--- src/logic/ext_periph_pkg.sv ---
// ------------------------------
// External peripheral harness package
// Bus widths, slot windows, power domains
// ------------------------------
`default_nettype none

package ext_periph_pkg;

  // Register bus
  localparam int unsigned ADDR_W = 32;
  localparam int unsigned DATA_W = 32;
  localparam int unsigned STRB_W = DATA_W / 8;

  // Peripheral slots
  localparam int unsigned NUM_PERIPH = 4;
  localparam int unsigned SLOT_IDX_W = (NUM_PERIPH > 1) ? $clog2(NUM_PERIPH) : 1;

  localparam logic [ADDR_W-1:0] PERIPH_BASE = 32'h3008_0000;
  localparam logic [ADDR_W-1:0] PERIPH_SPAN = 32'h0000_1000;

  // Power-gated domains
  localparam int unsigned NUM_BANKS       = 2;
  localparam int unsigned NUM_EXT_DOMAINS = 1;
  localparam int unsigned ACK_LATENCY     = 15;

  // First address of a slot window
  function automatic logic [ADDR_W-1:0] periph_rule_start(input int unsigned idx);
    periph_rule_start = PERIPH_BASE + ADDR_W'(idx) * PERIPH_SPAN;
  endfunction

  // First address past a slot window
  function automatic logic [ADDR_W-1:0] periph_rule_end(input int unsigned idx);
    periph_rule_end = periph_rule_start(idx) + PERIPH_SPAN;
  endfunction

endpackage

`default_nettype wire

--- src/logic/reg_bus_if.sv ---
// ------------------------------
// Register bus channel
// Level valid/ready request and response
// ------------------------------
`timescale 1ns/1ns
`default_nettype none

interface reg_bus_if
  import ext_periph_pkg::*;
();

  // Request, owned by the host
  logic              valid;
  logic              write;
  logic [ADDR_W-1:0] addr;
  logic [DATA_W-1:0] wdata;
  logic [STRB_W-1:0] wstrb;

  // Response, owned by the device
  logic [DATA_W-1:0] rdata;
  logic              error;
  logic              ready;

  modport host (
    output valid, write, addr, wdata, wstrb,
    input  rdata, error, ready
  );

  modport device (
    input  valid, write, addr, wdata, wstrb,
    output rdata, error, ready
  );

endinterface

`default_nettype wire

--- src/logic/periph_reg_router.sv ---
// ------------------------------
// Peripheral register router
// Decodes host address, steers to one slot
// ------------------------------
`timescale 1ns/1ns
`default_nettype none

module periph_reg_router
  import ext_periph_pkg::*;
#(
  parameter int unsigned NUM_PERIPH = ext_periph_pkg::NUM_PERIPH
) (
  input  logic                                clk_i,
  input  logic                                arst_n_i,

  reg_bus_if.device                           host,

  output logic [NUM_PERIPH-1:0]               slot_valid_o,
  output logic                                slot_write_o,
  output logic [ADDR_W-1:0]                   slot_addr_o,
  output logic [DATA_W-1:0]                   slot_wdata_o,
  output logic [STRB_W-1:0]                   slot_wstrb_o,
  input  logic [NUM_PERIPH-1:0][DATA_W-1:0]   slot_rdata_i,
  input  logic [NUM_PERIPH-1:0]               slot_error_i,
  input  logic [NUM_PERIPH-1:0]               slot_ready_i
);

  localparam int unsigned IDX_W = (NUM_PERIPH > 1) ? $clog2(NUM_PERIPH) : 1;

  logic             hit;
  logic [IDX_W-1:0] sel;

  // Rule lookup over the disjoint slot windows
  always_comb begin
    hit = 1'b0;
    sel = '0;
    for (int unsigned i = 0; i < NUM_PERIPH; i++) begin
      if ((host.addr >= periph_rule_start(i)) && (host.addr < periph_rule_end(i))) begin
        hit = 1'b1;
        sel = IDX_W'(i);
      end
    end
  end

  // Only the matched slot sees valid
  always_comb begin
    slot_valid_o = '0;
    if (host.valid && hit) begin
      slot_valid_o[sel] = 1'b1;
    end
  end

  // Payload goes to every slot unchanged
  assign slot_write_o = host.write;
  assign slot_addr_o  = host.addr;
  assign slot_wdata_o = host.wdata;
  assign slot_wstrb_o = host.wstrb;

  // Response mux
  always_comb begin
    if (hit) begin
      host.ready = host.valid & slot_ready_i[sel];
      host.error = host.valid & slot_error_i[sel];
      host.rdata = slot_rdata_i[sel];
    end else begin
      // No rule hit, so close the access at once with an error
      host.ready = host.valid;
      host.error = host.valid;
      host.rdata = '0;
    end
  end

  // Never more than one slot addressed
  a_one_slot_valid: assert property (
    @(posedge clk_i) disable iff (!arst_n_i)
    $onehot0(slot_valid_o)
  );

  // An error only ever answers a live request
  a_no_idle_error: assert property (
    @(posedge clk_i) disable iff (!arst_n_i)
    !host.valid |-> !host.error
  );

  // Host keeps its request steady while a slot stalls
  a_host_hold: assert property (
    @(posedge clk_i) disable iff (!arst_n_i)
    (host.valid && !host.ready) |=>
      (host.valid && $stable(host.addr) && $stable(host.write))
  );

endmodule

`default_nettype wire

--- src/logic/power_switch_ack_emu.sv ---
// ------------------------------
// Power switch acknowledge model
// Fixed-latency delay per switch request
// ------------------------------
`timescale 1ns/1ns
`default_nettype none

module power_switch_ack_emu
  import ext_periph_pkg::*;
#(
  parameter int unsigned ACK_LATENCY = ext_periph_pkg::ACK_LATENCY,
  parameter int unsigned NUM_BANKS_P = ext_periph_pkg::NUM_BANKS
) (
  input  logic                       clk_i,
  input  logic                       arst_n_i,

  input  logic                       cpu_switch_n_i,
  input  logic                       periph_switch_n_i,
  input  logic [NUM_BANKS_P-1:0]     bank_switch_n_i,
  input  logic [NUM_EXT_DOMAINS-1:0] ext_switch_n_i,

  output logic                       cpu_switch_ack_n_o,
  output logic                       periph_switch_ack_n_o,
  output logic [NUM_BANKS_P-1:0]     bank_switch_ack_n_o,
  output logic [NUM_EXT_DOMAINS-1:0] ext_switch_ack_n_o
);

  // Bit positions of each group in the request word
  localparam int unsigned CPU_BIT    = 0;
  localparam int unsigned PERIPH_BIT = 1;
  localparam int unsigned BANK_LSB   = 2;
  localparam int unsigned EXT_LSB    = BANK_LSB + NUM_BANKS_P;
  localparam int unsigned REQ_W      = EXT_LSB + NUM_EXT_DOMAINS;

  logic [REQ_W-1:0] req_word;
  logic [REQ_W-1:0] ack_word;

  // Each bit column is one domain's switch chain
  logic [REQ_W-1:0] chain_q [ACK_LATENCY];

  always_comb begin
    req_word                                  = '0;
    req_word[CPU_BIT]                         = cpu_switch_n_i;
    req_word[PERIPH_BIT]                      = periph_switch_n_i;
    req_word[BANK_LSB +: NUM_BANKS_P]         = bank_switch_n_i;
    req_word[EXT_LSB +: NUM_EXT_DOMAINS]      = ext_switch_n_i;
  end

  // Stages come out of reset as "switch off, no ack"
  always_ff @(posedge clk_i or negedge arst_n_i) begin
    if (!arst_n_i) begin
      for (int unsigned i = 0; i < ACK_LATENCY; i++) begin
        chain_q[i] <= '1;
      end
    end else begin
      chain_q[0] <= req_word;
      for (int unsigned i = 1; i < ACK_LATENCY; i++) begin
        chain_q[i] <= chain_q[i-1];
      end
    end
  end

  // Seen at an edge, this is the request sampled ACK_LATENCY edges before
  assign ack_word = chain_q[ACK_LATENCY-1];

  assign cpu_switch_ack_n_o    = ack_word[CPU_BIT];
  assign periph_switch_ack_n_o = ack_word[PERIPH_BIT];
  assign bank_switch_ack_n_o   = ack_word[BANK_LSB +: NUM_BANKS_P];
  assign ext_switch_ack_n_o    = ack_word[EXT_LSB +: NUM_EXT_DOMAINS];

  // At least one stage between request and ack
  a_latency_min: assert property (
    @(posedge clk_i) disable iff (!arst_n_i)
    ACK_LATENCY >= 1
  );

endmodule

`default_nettype wire

--- src/logic/ext_periph_harness.sv ---
// ------------------------------
// External peripheral harness
// Register router and switch ack model
// ------------------------------
`timescale 1ns/1ns
`default_nettype none

module ext_periph_harness
  import ext_periph_pkg::*;
#(
  parameter int unsigned NUM_PERIPH  = ext_periph_pkg::NUM_PERIPH,
  parameter int unsigned ACK_LATENCY = ext_periph_pkg::ACK_LATENCY
) (
  input  logic                              clk_i,
  input  logic                              arst_n_i,

  // Host register port
  input  logic                              host_valid_i,
  input  logic                              host_write_i,
  input  logic [ADDR_W-1:0]                 host_addr_i,
  input  logic [DATA_W-1:0]                 host_wdata_i,
  input  logic [STRB_W-1:0]                 host_wstrb_i,
  output logic [DATA_W-1:0]                 host_rdata_o,
  output logic                              host_error_o,
  output logic                              host_ready_o,

  // Peripheral slots
  output logic [NUM_PERIPH-1:0]             slot_valid_o,
  output logic                              slot_write_o,
  output logic [ADDR_W-1:0]                 slot_addr_o,
  output logic [DATA_W-1:0]                 slot_wdata_o,
  output logic [STRB_W-1:0]                 slot_wstrb_o,
  input  logic [NUM_PERIPH-1:0][DATA_W-1:0] slot_rdata_i,
  input  logic [NUM_PERIPH-1:0]             slot_error_i,
  input  logic [NUM_PERIPH-1:0]             slot_ready_i,

  // Power switches, active low
  input  logic                              cpu_switch_n_i,
  input  logic                              periph_switch_n_i,
  input  logic [NUM_BANKS-1:0]              bank_switch_n_i,
  input  logic [NUM_EXT_DOMAINS-1:0]        ext_switch_n_i,
  output logic                              cpu_switch_ack_n_o,
  output logic                              periph_switch_ack_n_o,
  output logic [NUM_BANKS-1:0]              bank_switch_ack_n_o,
  output logic [NUM_EXT_DOMAINS-1:0]        ext_switch_ack_n_o
);

  reg_bus_if host_bus ();

  // Host side of the bus comes straight from the pins
  assign host_bus.valid = host_valid_i;
  assign host_bus.write = host_write_i;
  assign host_bus.addr  = host_addr_i;
  assign host_bus.wdata = host_wdata_i;
  assign host_bus.wstrb = host_wstrb_i;

  assign host_rdata_o = host_bus.rdata;
  assign host_error_o = host_bus.error;
  assign host_ready_o = host_bus.ready;

  periph_reg_router #(
    .NUM_PERIPH (NUM_PERIPH)
  ) u_router (
    .clk_i        (clk_i),
    .arst_n_i     (arst_n_i),
    .host         (host_bus),
    .slot_valid_o (slot_valid_o),
    .slot_write_o (slot_write_o),
    .slot_addr_o  (slot_addr_o),
    .slot_wdata_o (slot_wdata_o),
    .slot_wstrb_o (slot_wstrb_o),
    .slot_rdata_i (slot_rdata_i),
    .slot_error_i (slot_error_i),
    .slot_ready_i (slot_ready_i)
  );

  power_switch_ack_emu #(
    .ACK_LATENCY (ACK_LATENCY),
    .NUM_BANKS_P (NUM_BANKS)
  ) u_switch_ack (
    .clk_i                 (clk_i),
    .arst_n_i              (arst_n_i),
    .cpu_switch_n_i        (cpu_switch_n_i),
    .periph_switch_n_i     (periph_switch_n_i),
    .bank_switch_n_i       (bank_switch_n_i),
    .ext_switch_n_i        (ext_switch_n_i),
    .cpu_switch_ack_n_o    (cpu_switch_ack_n_o),
    .periph_switch_ack_n_o (periph_switch_ack_n_o),
    .bank_switch_ack_n_o   (bank_switch_ack_n_o),
    .ext_switch_ack_n_o    (ext_switch_ack_n_o)
  );

endmodule

`default_nettype wire

--- config.mk ---
export PLATFORM = sky130hd
export DESIGN_NAME = ext_periph_harness
export DESIGN_NICKNAME = d
export VERILOG_FILES = /design/src/logic/ext_periph_pkg.sv /design/src/logic/reg_bus_if.sv /design/src/logic/periph_reg_router.sv /design/src/logic/power_switch_ack_emu.sv /design/src/logic/ext_periph_harness.sv
export SDC_FILE = /design/constraint.sdc
export NUM_CORES = 1
export LEC_CHECK = 0
export BUFFER_PORTS_ARGS = -buffer_cell sky130_fd_sc_hd__clkbuf_2
export CORE_AREA = 2 2 127 129
export CTS_BUF_LIST = sky130_fd_sc_hd__clkbuf_8 sky130_fd_sc_hd__clkbuf_16
export CTS_CLUSTER_SIZE = 25
export DETAILED_ROUTE_END_ITERATION = 16
export DIE_AREA = 0 0 129 131
export PLACE_DENSITY = 0.68
export RECOVER_POWER = 100
export SYNTH_ARGS = -nofsm -noshare
export SYNTH_HDL_FRONTEND = slang
export SYNTH_SLANG_ARGS = --single-unit
--- constraint.sdc ---
create_clock -name clk_i -period 3.9 [get_ports clk_i]
set_input_delay 0.585 -clock clk_i [delete_from_list [all_inputs] [get_ports clk_i]]
set_output_delay 0.585 -clock clk_i [all_outputs]
set_load 0.02 [all_outputs]
Word-level counts from Yosys, hierarchy flattened
Index checks and enable logic that the tools add are counted.
{"block": "word_totals", "reg_bits": 75, "elab_cells": 52, "output_inout_bits": 112, "input_bits": 213}
{"block": "classes", "n_bitwise": 2, "n_mux": 19, "n_reduce_logical": 6, "n_lt_le_gt_ge": 10}
{"op": "greater-or-equal comparator 32 x 30 -> 1 bit, second input constant", "count": 4}
{"op": "< comparator 32 x 30 -> 1 bit, second input constant", "count": 4}
{"op": "binary-select mux 32 bit (select 2 bit)", "count": 1}
{"op": "two-way mux 32 bit", "count": 2}
{"op": "two-way mux 1 bit", "count": 10}
{"op": "logical AND 1 bit", "count": 6}
{"op": "binary-select mux 1 bit (select 2 bit)", "count": 2}
{"op": "two-way mux 2 bit", "count": 2}
{"op": "two-way mux 4 bit", "count": 1}
{"op": "< comparator 2 x 3 -> 1 bit, second input constant", "count": 1}
{"op": "AND 1 bit", "count": 2}
{"op": "demux 1 bit (select 2 bit)", "count": 1}
{"op": "greater-or-equal comparator 2 x 1 -> 1 bit, second input constant", "count": 1}

Logic depth before layout (Yosys ltp)
Gate-level depths: netlist of run 1.
{"block": "logic_depth", "depth_word": 10, "ltp_mapped": 6, "ltp_nobuf": 5}

Hierarchy
A second synthesis of run 1 with hierarchy kept.
{"block": "hier_totals", "hier_cells": 243, "area_unflattened_um2": 3844.9}
{"module": "power_switch_ack_emu", "seq_area_each_um2": 1970.6, "area_each_um2": 1985.7, "n_inst": 1, "cells_each": 77}
{"module": "periph_reg_router", "seq_area_each_um2": 0.0, "area_each_um2": 1859.3, "n_inst": 1, "cells_each": 166}

Worst setup path after synthesis of run 1
No wires, ideal clock.
{"block": "synth_path", "kind": "input to output", "start": "input host_addr_i[22]", "end": "output host_rdata_o[10]", "n_path_buf": 2, "setup_slack_ns": 1.215, "required_ns": 3.315, "arrival_time_ns": 2.100, "stages": 5, "path_cell_list": "nor4_1 > nand4_1 > buf_2 > buf_1 > a211oi_1"}
{"block": "synth_between", "elab_chain_len": 8, "word_cells_on_any_way": 22, "classes_between": "order compare: 8; mux: 10; reduce/logical: 4"}
{"item": "start, declared", "line_no": "ext_periph_harness.sv:20", "source": "input logic [ADDR_W-1:0] host_addr_i,"}
{"item": "greater-or-equal comparator 32 x 30 -> 1 bit or < comparator 32 x 30 -> 1 bit (tied branches)", "line_no": "periph_reg_router.sv:38", "source": "if ((host.addr >= periph_rule_start(i)) && (host.addr < periph_rule_end(i))) begin"}
{"item": "logical AND 1 bit", "line_no": "periph_reg_router.sv:38"}
{"item": "two-way mux 1 bit", "line_no": "periph_reg_router.sv:38"}
{"item": "two-way mux 2 bit (2 in a row)", "line_no": "periph_reg_router.sv:38"}
{"item": "binary-select mux 32 bit (select 2 bit)", "line_no": "periph_reg_router.sv:64", "source": "host.rdata = slot_rdata_i[sel];"}
{"item": "two-way mux 32 bit (implied by the code)", "line_no": "periph_reg_router.sv:64"}
{"item": "two-way mux 32 bit *", "line_no": "periph_reg_router.sv:61", "source": "if (hit) begin"}
{"item": "end, declared", "line_no": "ext_periph_harness.sv:23", "source": "output logic [DATA_W-1:0] host_rdata_o,"}
Mark *: on every way between the ends. The rest lies on a longest branch, timed or not. The select of a mux whose other input is x is not followed.

Worst setup path after layout of run 1
{"block": "layout_path", "start": "input host_addr_i[13]", "end": "output host_ready_o"}
{"block": "layout_between", "elab_chain_len": 9, "word_cells_on_any_way": 23, "classes_between": "order compare: 8; mux: 10; bitwise: 1; reduce/logical: 4"}
{"item": "greater-or-equal comparator 32 x 30 -> 1 bit or < comparator 32 x 30 -> 1 bit (tied branches)", "line_no": "periph_reg_router.sv:38"}
{"item": "logical AND 1 bit", "line_no": "periph_reg_router.sv:38"}
{"item": "two-way mux 1 bit", "line_no": "periph_reg_router.sv:38"}
{"item": "two-way mux 2 bit (2 in a row)", "line_no": "periph_reg_router.sv:38"}
{"item": "binary-select mux 1 bit (select 2 bit)", "line_no": "periph_reg_router.sv:62", "source": "host.ready = host.valid & slot_ready_i[sel];"}
{"item": "two-way mux 1 bit (implied by the code)", "line_no": "periph_reg_router.sv:62"}
{"item": "AND 1 bit", "line_no": "periph_reg_router.sv:62"}
{"item": "two-way mux 1 bit *", "line_no": "periph_reg_router.sv:61"}
{"item": "end, declared", "line_no": "ext_periph_harness.sv:25", "source": "output logic host_ready_o,"}
Marked as above.

==> out/metrics.cfg, run 1 <==
[run_status]
status = complete, but fails checks
violations = max-capacitance violations, max-slew violations

[synth]
synth_top_area_share_pct = 51.05
ys_ff_latch = 75
synth_top_area_cell = dfstp_2
syn_avg_cell_area_um2 = 11.32
synth_seq_area_share_pct = 51.05
yosysWarnings = 0
yosysUniqueCellTypes = 27
synth_area_leaders = dfstp_2 51%, buf_4 14%, mux2i_1 8.8%, a211oi_1 6.2%, a22oi_1 6.2%
synth_fp_nets = 554
netlist_area_um2 = 3860
synthCells = 341

[timing]
fin_crit_sh_pct = 85.10
drv_slew = 33
rsz0062_at_grt = no
setup_viol = 0
finClkSkew_ns = 0.004732
period_needed_ns = 3.319
tns_ns = 0
hold_ws_ns = 0.3439
hold_viol = 0
max_freq_mhz = 301.3
worst_slew_pin_slew_ns = 1.544
slew_headroom_pct = -2.921

[floorplan]
initial_core_util_pct = 24.75
rows = 46
die_h_um = 131
ios = 325
dieArea_um2 = 16900
die_width_um = 129
core_um2 = 15600

[grt]
grt_overflow = 0
antenna_found_initial = 0
grt_max_degree = 45
grt_pass1_wl_um = 15810
grt_pass1_vias = 2948
grt_util_all_layers_pct = 12.58

[cts]
htreeDepth = 3
root_buffer = clkbuf_16
cts_tree = yes
cts_setup_buffers = 0
clk_pin_slew_ns = 0.05
ctsResizeCount = 0
ctsHoldBuffers = 0
cts.path.max_buffers = 2
cts.sinks = 75
clk_latency_ns = 0.32
cts_inserted_buffers = 9

[drt]
drtIter0Drc = 139
vias_per_cell = 4.392
wl_um = 11590
antenna_left = 0
dr.pass1.iters = 4
wl_per_cell_um = 16.18
via_count = 3145
drc = 0

[power]
power_density_nw_per_um2 = 393.1
power.total_uw = 1950
pwr-share-clk_pct = 44.4
ir_drop_mv = 0.3537
swShare_pct = 21.37
p_int_uw = 1533
combPwrFrac_pct = 11.5
p_leak_uw = 0.002156
power_switching_uw = 416.6
pwr-share-seq_pct = 44.1

[final_layout]
layout_commonest_cell = clkbuf_2
final_core_util_pct = 31.80
final_layout_size_suffix_gt1_share_pct = 61.20
area_growth_pct = 28.49
antenna_cells = 0
fillers = 1643
final_cell_mix = 169 x clkbuf_2, 75 x dfstp_2, 60 x clkbuf_1, 34 x mux2i_1, 34 x or2_2
final_area_um2 = 4960
nets = 708

[worst_hold_path]
hp-class = in2reg

[worst_setup_path]
critPathRequiredTime_ns = 3.31
cp_top_family = buffers and inverters
regToRegSetupSlack_ns = 3.32
crit_buf_inv = 3
slowest_delay_ns = 1.06
crit_path_top_delay_cell = clkbuf_1
cp_data_arrival_time_ns = 2.73
crit_path_start_kind = primary input
crit_chain = clkbuf_2 -> clkbuf_1 -> nor4_1 -> o21ai_0 -> a21bo_2 -> o22ai_1 -> a21oi_1 -> clkbuf_2
crit_path_frequent_cell = clkbuf_2
critPathKind = in2out
cp-end-kind = primary output
worstPathMaxFanout = 37

[placement]
routabilityCongestion = 0.9208
place_hpwl_um = 9258
portBuffers = 226
place_area_um2 = 4716

[job]
cap_violations = 1

[registers in the layout (all words and copies together) (netlist names)]
signal and flops:
u_switch_ack.ack_word 5, u_switch_ack.chain_q 70
[power by group through the flow]
stage / registers (uW) / logic (uW) / clock network (uW)
floorplan: 870 / 184 / 0
finish: 859 / 224 / 866
global route: 863 / 246 / 933
global placement: 868 / 227 / 0
CTS: 860 / 229 / 896
detailed placement: 871 / 228 / 0
[cells by family (layout without fill, tap and decap cells)]
family / after synthesis / count (layout) / synth area share, %
mux: 34 / 34 / 8.817
flops: 75 / 75 / 51.05
buf+inv: 97 / 256 / 16.60
simple gates: 63 / 63 / 9.855
compound gates: 72 / 72 / 13.68
[cells in the mapped netlist]
library cell   n
buf_2          5
and4_4         1
nor3_1         6
buf_1          2
a22oi_1       32
buf_4         72
and2_1         1
inv_1          4
nor4_1         5
nand2_1        3
nor2_1         6
dfstp_2       75
o22ai_1        2
nor4bb_1       1
a21bo_2        1
or3_1          1
nor4b_1        1
a21oi_1        4
or4_4          1
a211oi_1      32
mux2i_1       34
o21ai_0        1
nand4_1        1
clkbuf_1      14
nand2b_1       1
or2_2         34
and3_1         1
[metal layers]
layer  routed length (um)  share of wire [%]  track usage (%)
met1                 4612                 40            13.85
met5                  119                1.0            5.000
met3                 1487                 13            6.922
met2                 5262                 45            20.76
met4                  104               0.90            3.133
[path summary, 6_finish.rpt]
check / startpoint / to / cells past startpoint
worst max-delay path: host_addr_i[13] / host_ready_o / 8
worst min-delay path: cpu_switch_n_i / u_switch_ack.chain_q[70] / 1
worst max register to register: u_switch_ack.chain_q[23] / u_switch_ack.chain_q[18] / 0
worst min register to register: u_switch_ack.chain_q[26] / u_switch_ack.chain_q[21] / 0
max in group asynchronous: arst_n_i / u_switch_ack.chain_q[34] / 2
min in group asynchronous: arst_n_i / u_switch_ack.chain_q[9] / 1
[cell type report]
cell class              instances  area, um^2  area share, %
flip-flops and latches         75        1971          39.73
multi-input cells             169        1254          25.28
repair buffers                236        1124          22.65
well taps                     216       270.3          5.449
clock buffers                  10       239.0          4.818
clock inverters                 6       87.58          1.766
inverters                       4       15.01         0.3027
[metrics by stage]
stage | setup slack (ns) | cells
4_1_cts | 0.8658 | 716
3_3_place_gp | 0.9023 | 700
3_5_place_dp | 0.8930 | 700
6_report | 0.5813 | 716
2_1_floorplan | 1.215 | 341
5_1_grt | 0.3904 | 716
Note: power is estimated with default switching activity, not from simulation.
==> run 2: changes to the inputs <==
--- a/config.mk
+++ b/config.mk
@@ -6,13 +6,14 @@
 export NUM_CORES = 1
 export LEC_CHECK = 0
 export BUFFER_PORTS_ARGS = -buffer_cell sky130_fd_sc_hd__clkbuf_2
-export CORE_AREA = 2 2 127 129
+export CORE_AREA = 2 2 128 130
 export CTS_BUF_LIST = sky130_fd_sc_hd__clkbuf_8 sky130_fd_sc_hd__clkbuf_16
 export CTS_CLUSTER_SIZE = 25
 export DETAILED_ROUTE_END_ITERATION = 16
-export DIE_AREA = 0 0 129 131
-export PLACE_DENSITY = 0.68
+export DIE_AREA = 0 0 130 132
+export PLACE_DENSITY = 0.67
 export RECOVER_POWER = 100
 export SYNTH_ARGS = -nofsm -noshare
 export SYNTH_HDL_FRONTEND = slang
 export SYNTH_SLANG_ARGS = --single-unit
+export TNS_END_PERCENT = 100
==> out/metrics.cfg, run 2 (synthesized netlist as in run 1, its figures left out) <==
[final_layout]
largest_reg_flops = 70  ; unchanged
regMostFlops = u_switch_ack.chain_q  ; unchanged
area_growth_pct = 27.88  ; was 28.49%
final_layout_size_suffix_gt1_share_pct = 60.00  ; was 61.20%
final_cell_mix = 166 x clkbuf_2, 75 x dfstp_2, 64 x clkbuf_1, 34 x mux2i_1, 34 x or2_2  ; was 169 x clkbuf_2, 75 x dfstp_2, 60 x clkbuf_1, 34 x mux2i_1, 34 x or2_2
nets = 708  ; unchanged
layout_commonest_cell = clkbuf_2  ; unchanged
final_core_util_pct = 31.41  ; was 31.80%

[cts]
cts.path.max_buffers = 2  ; unchanged
ctsHoldBuffers = 0  ; unchanged
root_buffer = clkbuf_16  ; unchanged
cts_inserted_buffers = 9  ; unchanged
ctsResizeCount = 0  ; unchanged
cts.sinks = 75  ; unchanged
clk_pin_slew_ns = 0.05  ; about the same
clk_latency_ns = 0.32  ; about the same
cts_tree = yes  ; unchanged
htreeDepth = 3  ; unchanged
cts_setup_buffers = 0  ; unchanged

[grt]
antenna_found_initial = 9  ; was 0
grt_util_all_layers_pct = 16.28  ; was 12.58%
grt_overflow = 0  ; unchanged
grt_max_degree = 38  ; was 45
grt_pass1_vias = 3198  ; was 2948
grt_pass1_wl_um = 19990  ; was 15810 um

[drt]
via_count = 3246  ; was 3145
dr.pass1.iters = 5  ; was 4
wl_per_cell_um = 19.89  ; was 16.18 um
drtIter0Drc = 219  ; was 139
drc = 0  ; unchanged
vias_per_cell = 4.490  ; was 4.392
antenna_left = 0  ; unchanged
wl_um = 14380  ; was 11590 um

[worst_setup_path]
ff2ff_path_depth = 0  ; unchanged
worstPathMaxFanout = 32  ; was 37
timing.rr.start = u_switch_ack.chain_q[31]  ; was u_switch_ack.chain_q[23]
critPathRequiredTime_ns = 3.31  ; about the same
cp_data_arrival_time_ns = 2.75  ; was 2.73 ns
regToRegSetupSlack_ns = 3.32  ; about the same
reg2reg_to = u_switch_ack.chain_q[26]  ; was u_switch_ack.chain_q[18]
critPathKind = in2out  ; unchanged
crit_path_start_kind = primary input  ; unchanged
cp-end-kind = primary output  ; unchanged

[timing]
slew_headroom_pct = -16.04  ; was -2.921%
worst_slew_pin_slew_ns = 1.741  ; was 1.544 ns
rsz0062_at_grt = no  ; unchanged
drv_slew = 37  ; was 33
hold_viol = 0  ; unchanged
max_freq_mhz = 300.1  ; was 301.3 MHz
tns_ns = 0  ; unchanged
fin_crit_sh_pct = 85.43  ; was 85.10%
finClkSkew_ns = 0.003500  ; was 0.004732 ns
fin_ws_ns = 0.5681  ; was 0.5813 ns
setup_viol = 0  ; unchanged
period_needed_ns = 3.332  ; was 3.319 ns
hold_ws_ns = 0.3388  ; was 0.3439 ns

[floorplan]
core_um2 = 15710  ; was 15600 um^2
die_width_um = 130  ; was 129 um
die_h_um = 132  ; was 131 um
initial_core_util_pct = 24.57  ; was 24.75%
ios = 325  ; unchanged
dieArea_um2 = 17160  ; was 16900 um^2
rows = 46  ; unchanged

[worst_hold_path]
hp-start = bank_switch_n_i[1]  ; was cpu_switch_n_i
min_path_cells = 1  ; unchanged
hp-class = in2reg  ; unchanged
min_to = u_switch_ack.chain_q[73]  ; was u_switch_ack.chain_q[70]

[power]
pwr-share-seq_pct = 46.3  ; was 44.1%
swShare_pct = 22.00  ; was 21.37%
p_leak_uw = 0.002134  ; was 0.002156 uW
combPwrFrac_pct = 12.3  ; was 11.5%
pwr-share-clk_pct = 41.4  ; was 44.4%
power_switching_uw = 408.8  ; was 416.6 uW
ir_drop_mv = 0.2354  ; was 0.3537 mV
power_density_nw_per_um2 = 376.5  ; was 393.1 nW/um^2
power.total_uw = 1858  ; was 1950 uW
p_int_uw = 1449  ; was 1533 uW

[placement]
place_hpwl_um = 12110  ; was 9258 um
portBuffers = 226  ; unchanged
place_ws_ns = 0.8899  ; was 0.8930 ns
routabilityCongestion = 1.009  ; was 0.9208

[run_status]
status = complete, but fails checks  ; unchanged
violations = max-capacitance violations, max-slew violations  ; unchanged

[job]
cap_violations = 1  ; unchanged

-- run 2: cell types whose count changed in the layout (fill, tap and decap cells not counted) --
| cell | previous run | this run |
|---|---|---|
| buf_4 | 7 | 6 |
| bufinv_16 | 2 | 0 |
| clkbuf_1 | 60 | 64 |
| clkbuf_2 | 169 | 166 |
| clkbuf_8 | 1 | 4 |
| clkinv_2 | 2 | 1 |
| clkinv_4 | 1 | 0 |
| diode_2 | 0 | 7 |
| inv_1 | 4 | 6 |
| inv_6 | 1 | 0 |
-- run 2: area by class of cell --
type | instances | area, um^2
repair buffers | 236 | 1116
multi-input cells | 169 | 1254
diodes | 7 | 17.52
fillers | 1693 | 10780
clock buffers | 13 | 280.3
inverters | 4 | 15.01
well taps | 216 | 270.3
clock inverters | 3 | 12.51
flip-flops and latches | 75 | 1971
-- run 2: worst max-delay path by stage --
stage,start,to
after global placement,host_addr_i[22],slot_valid_o[0]
after floorplan,host_addr_i[22],host_rdata_o[10]
after detailed placement,host_addr_i[22],host_rdata_o[10]
after global routing,host_addr_i[22],host_rdata_o[10]
final,host_addr_i[22],host_rdata_o[3]
after CTS,host_addr_i[22],host_rdata_o[10]
-- run 2: critical path, cell delays in order --
cell and delay (ns):
clkbuf_2 0.09, nor4_1 0.54, nand4_1 0.35, clkbuf_2 0.52, a211oi_1 0.36, clkbuf_1 0.30
-- run 2: power groups by stage --
stage	registers, uW	logic [uW]	clock network, uW
floorplan	870	184	0
global placement	868	234	0
detailed placement	872	235	0
CTS	861	236	799
global route	864	252	833
finish	860	229	769
-- run 2: through the flow --
step / instances / area, um^2
floorplan: 341 / 3860
global placement: 700 / 4716
detailed placement: 700 / 4716
CTS: 716 / 5009
global route: 716 / 4918
finish: 723 / 4936
-- run 2: per-layer routing --
metal | up-vias | part of all wire, % | global-route usage [%]
met5 | - | 0.19 | 0
met4 | 4 | 2.2 | 4.182
met3 | 34 | 20 | 15.95
met2 | 206 | 39 | 21.67
met1 | 1534 | 39 | 18.32
li1 | 1468 | - | -
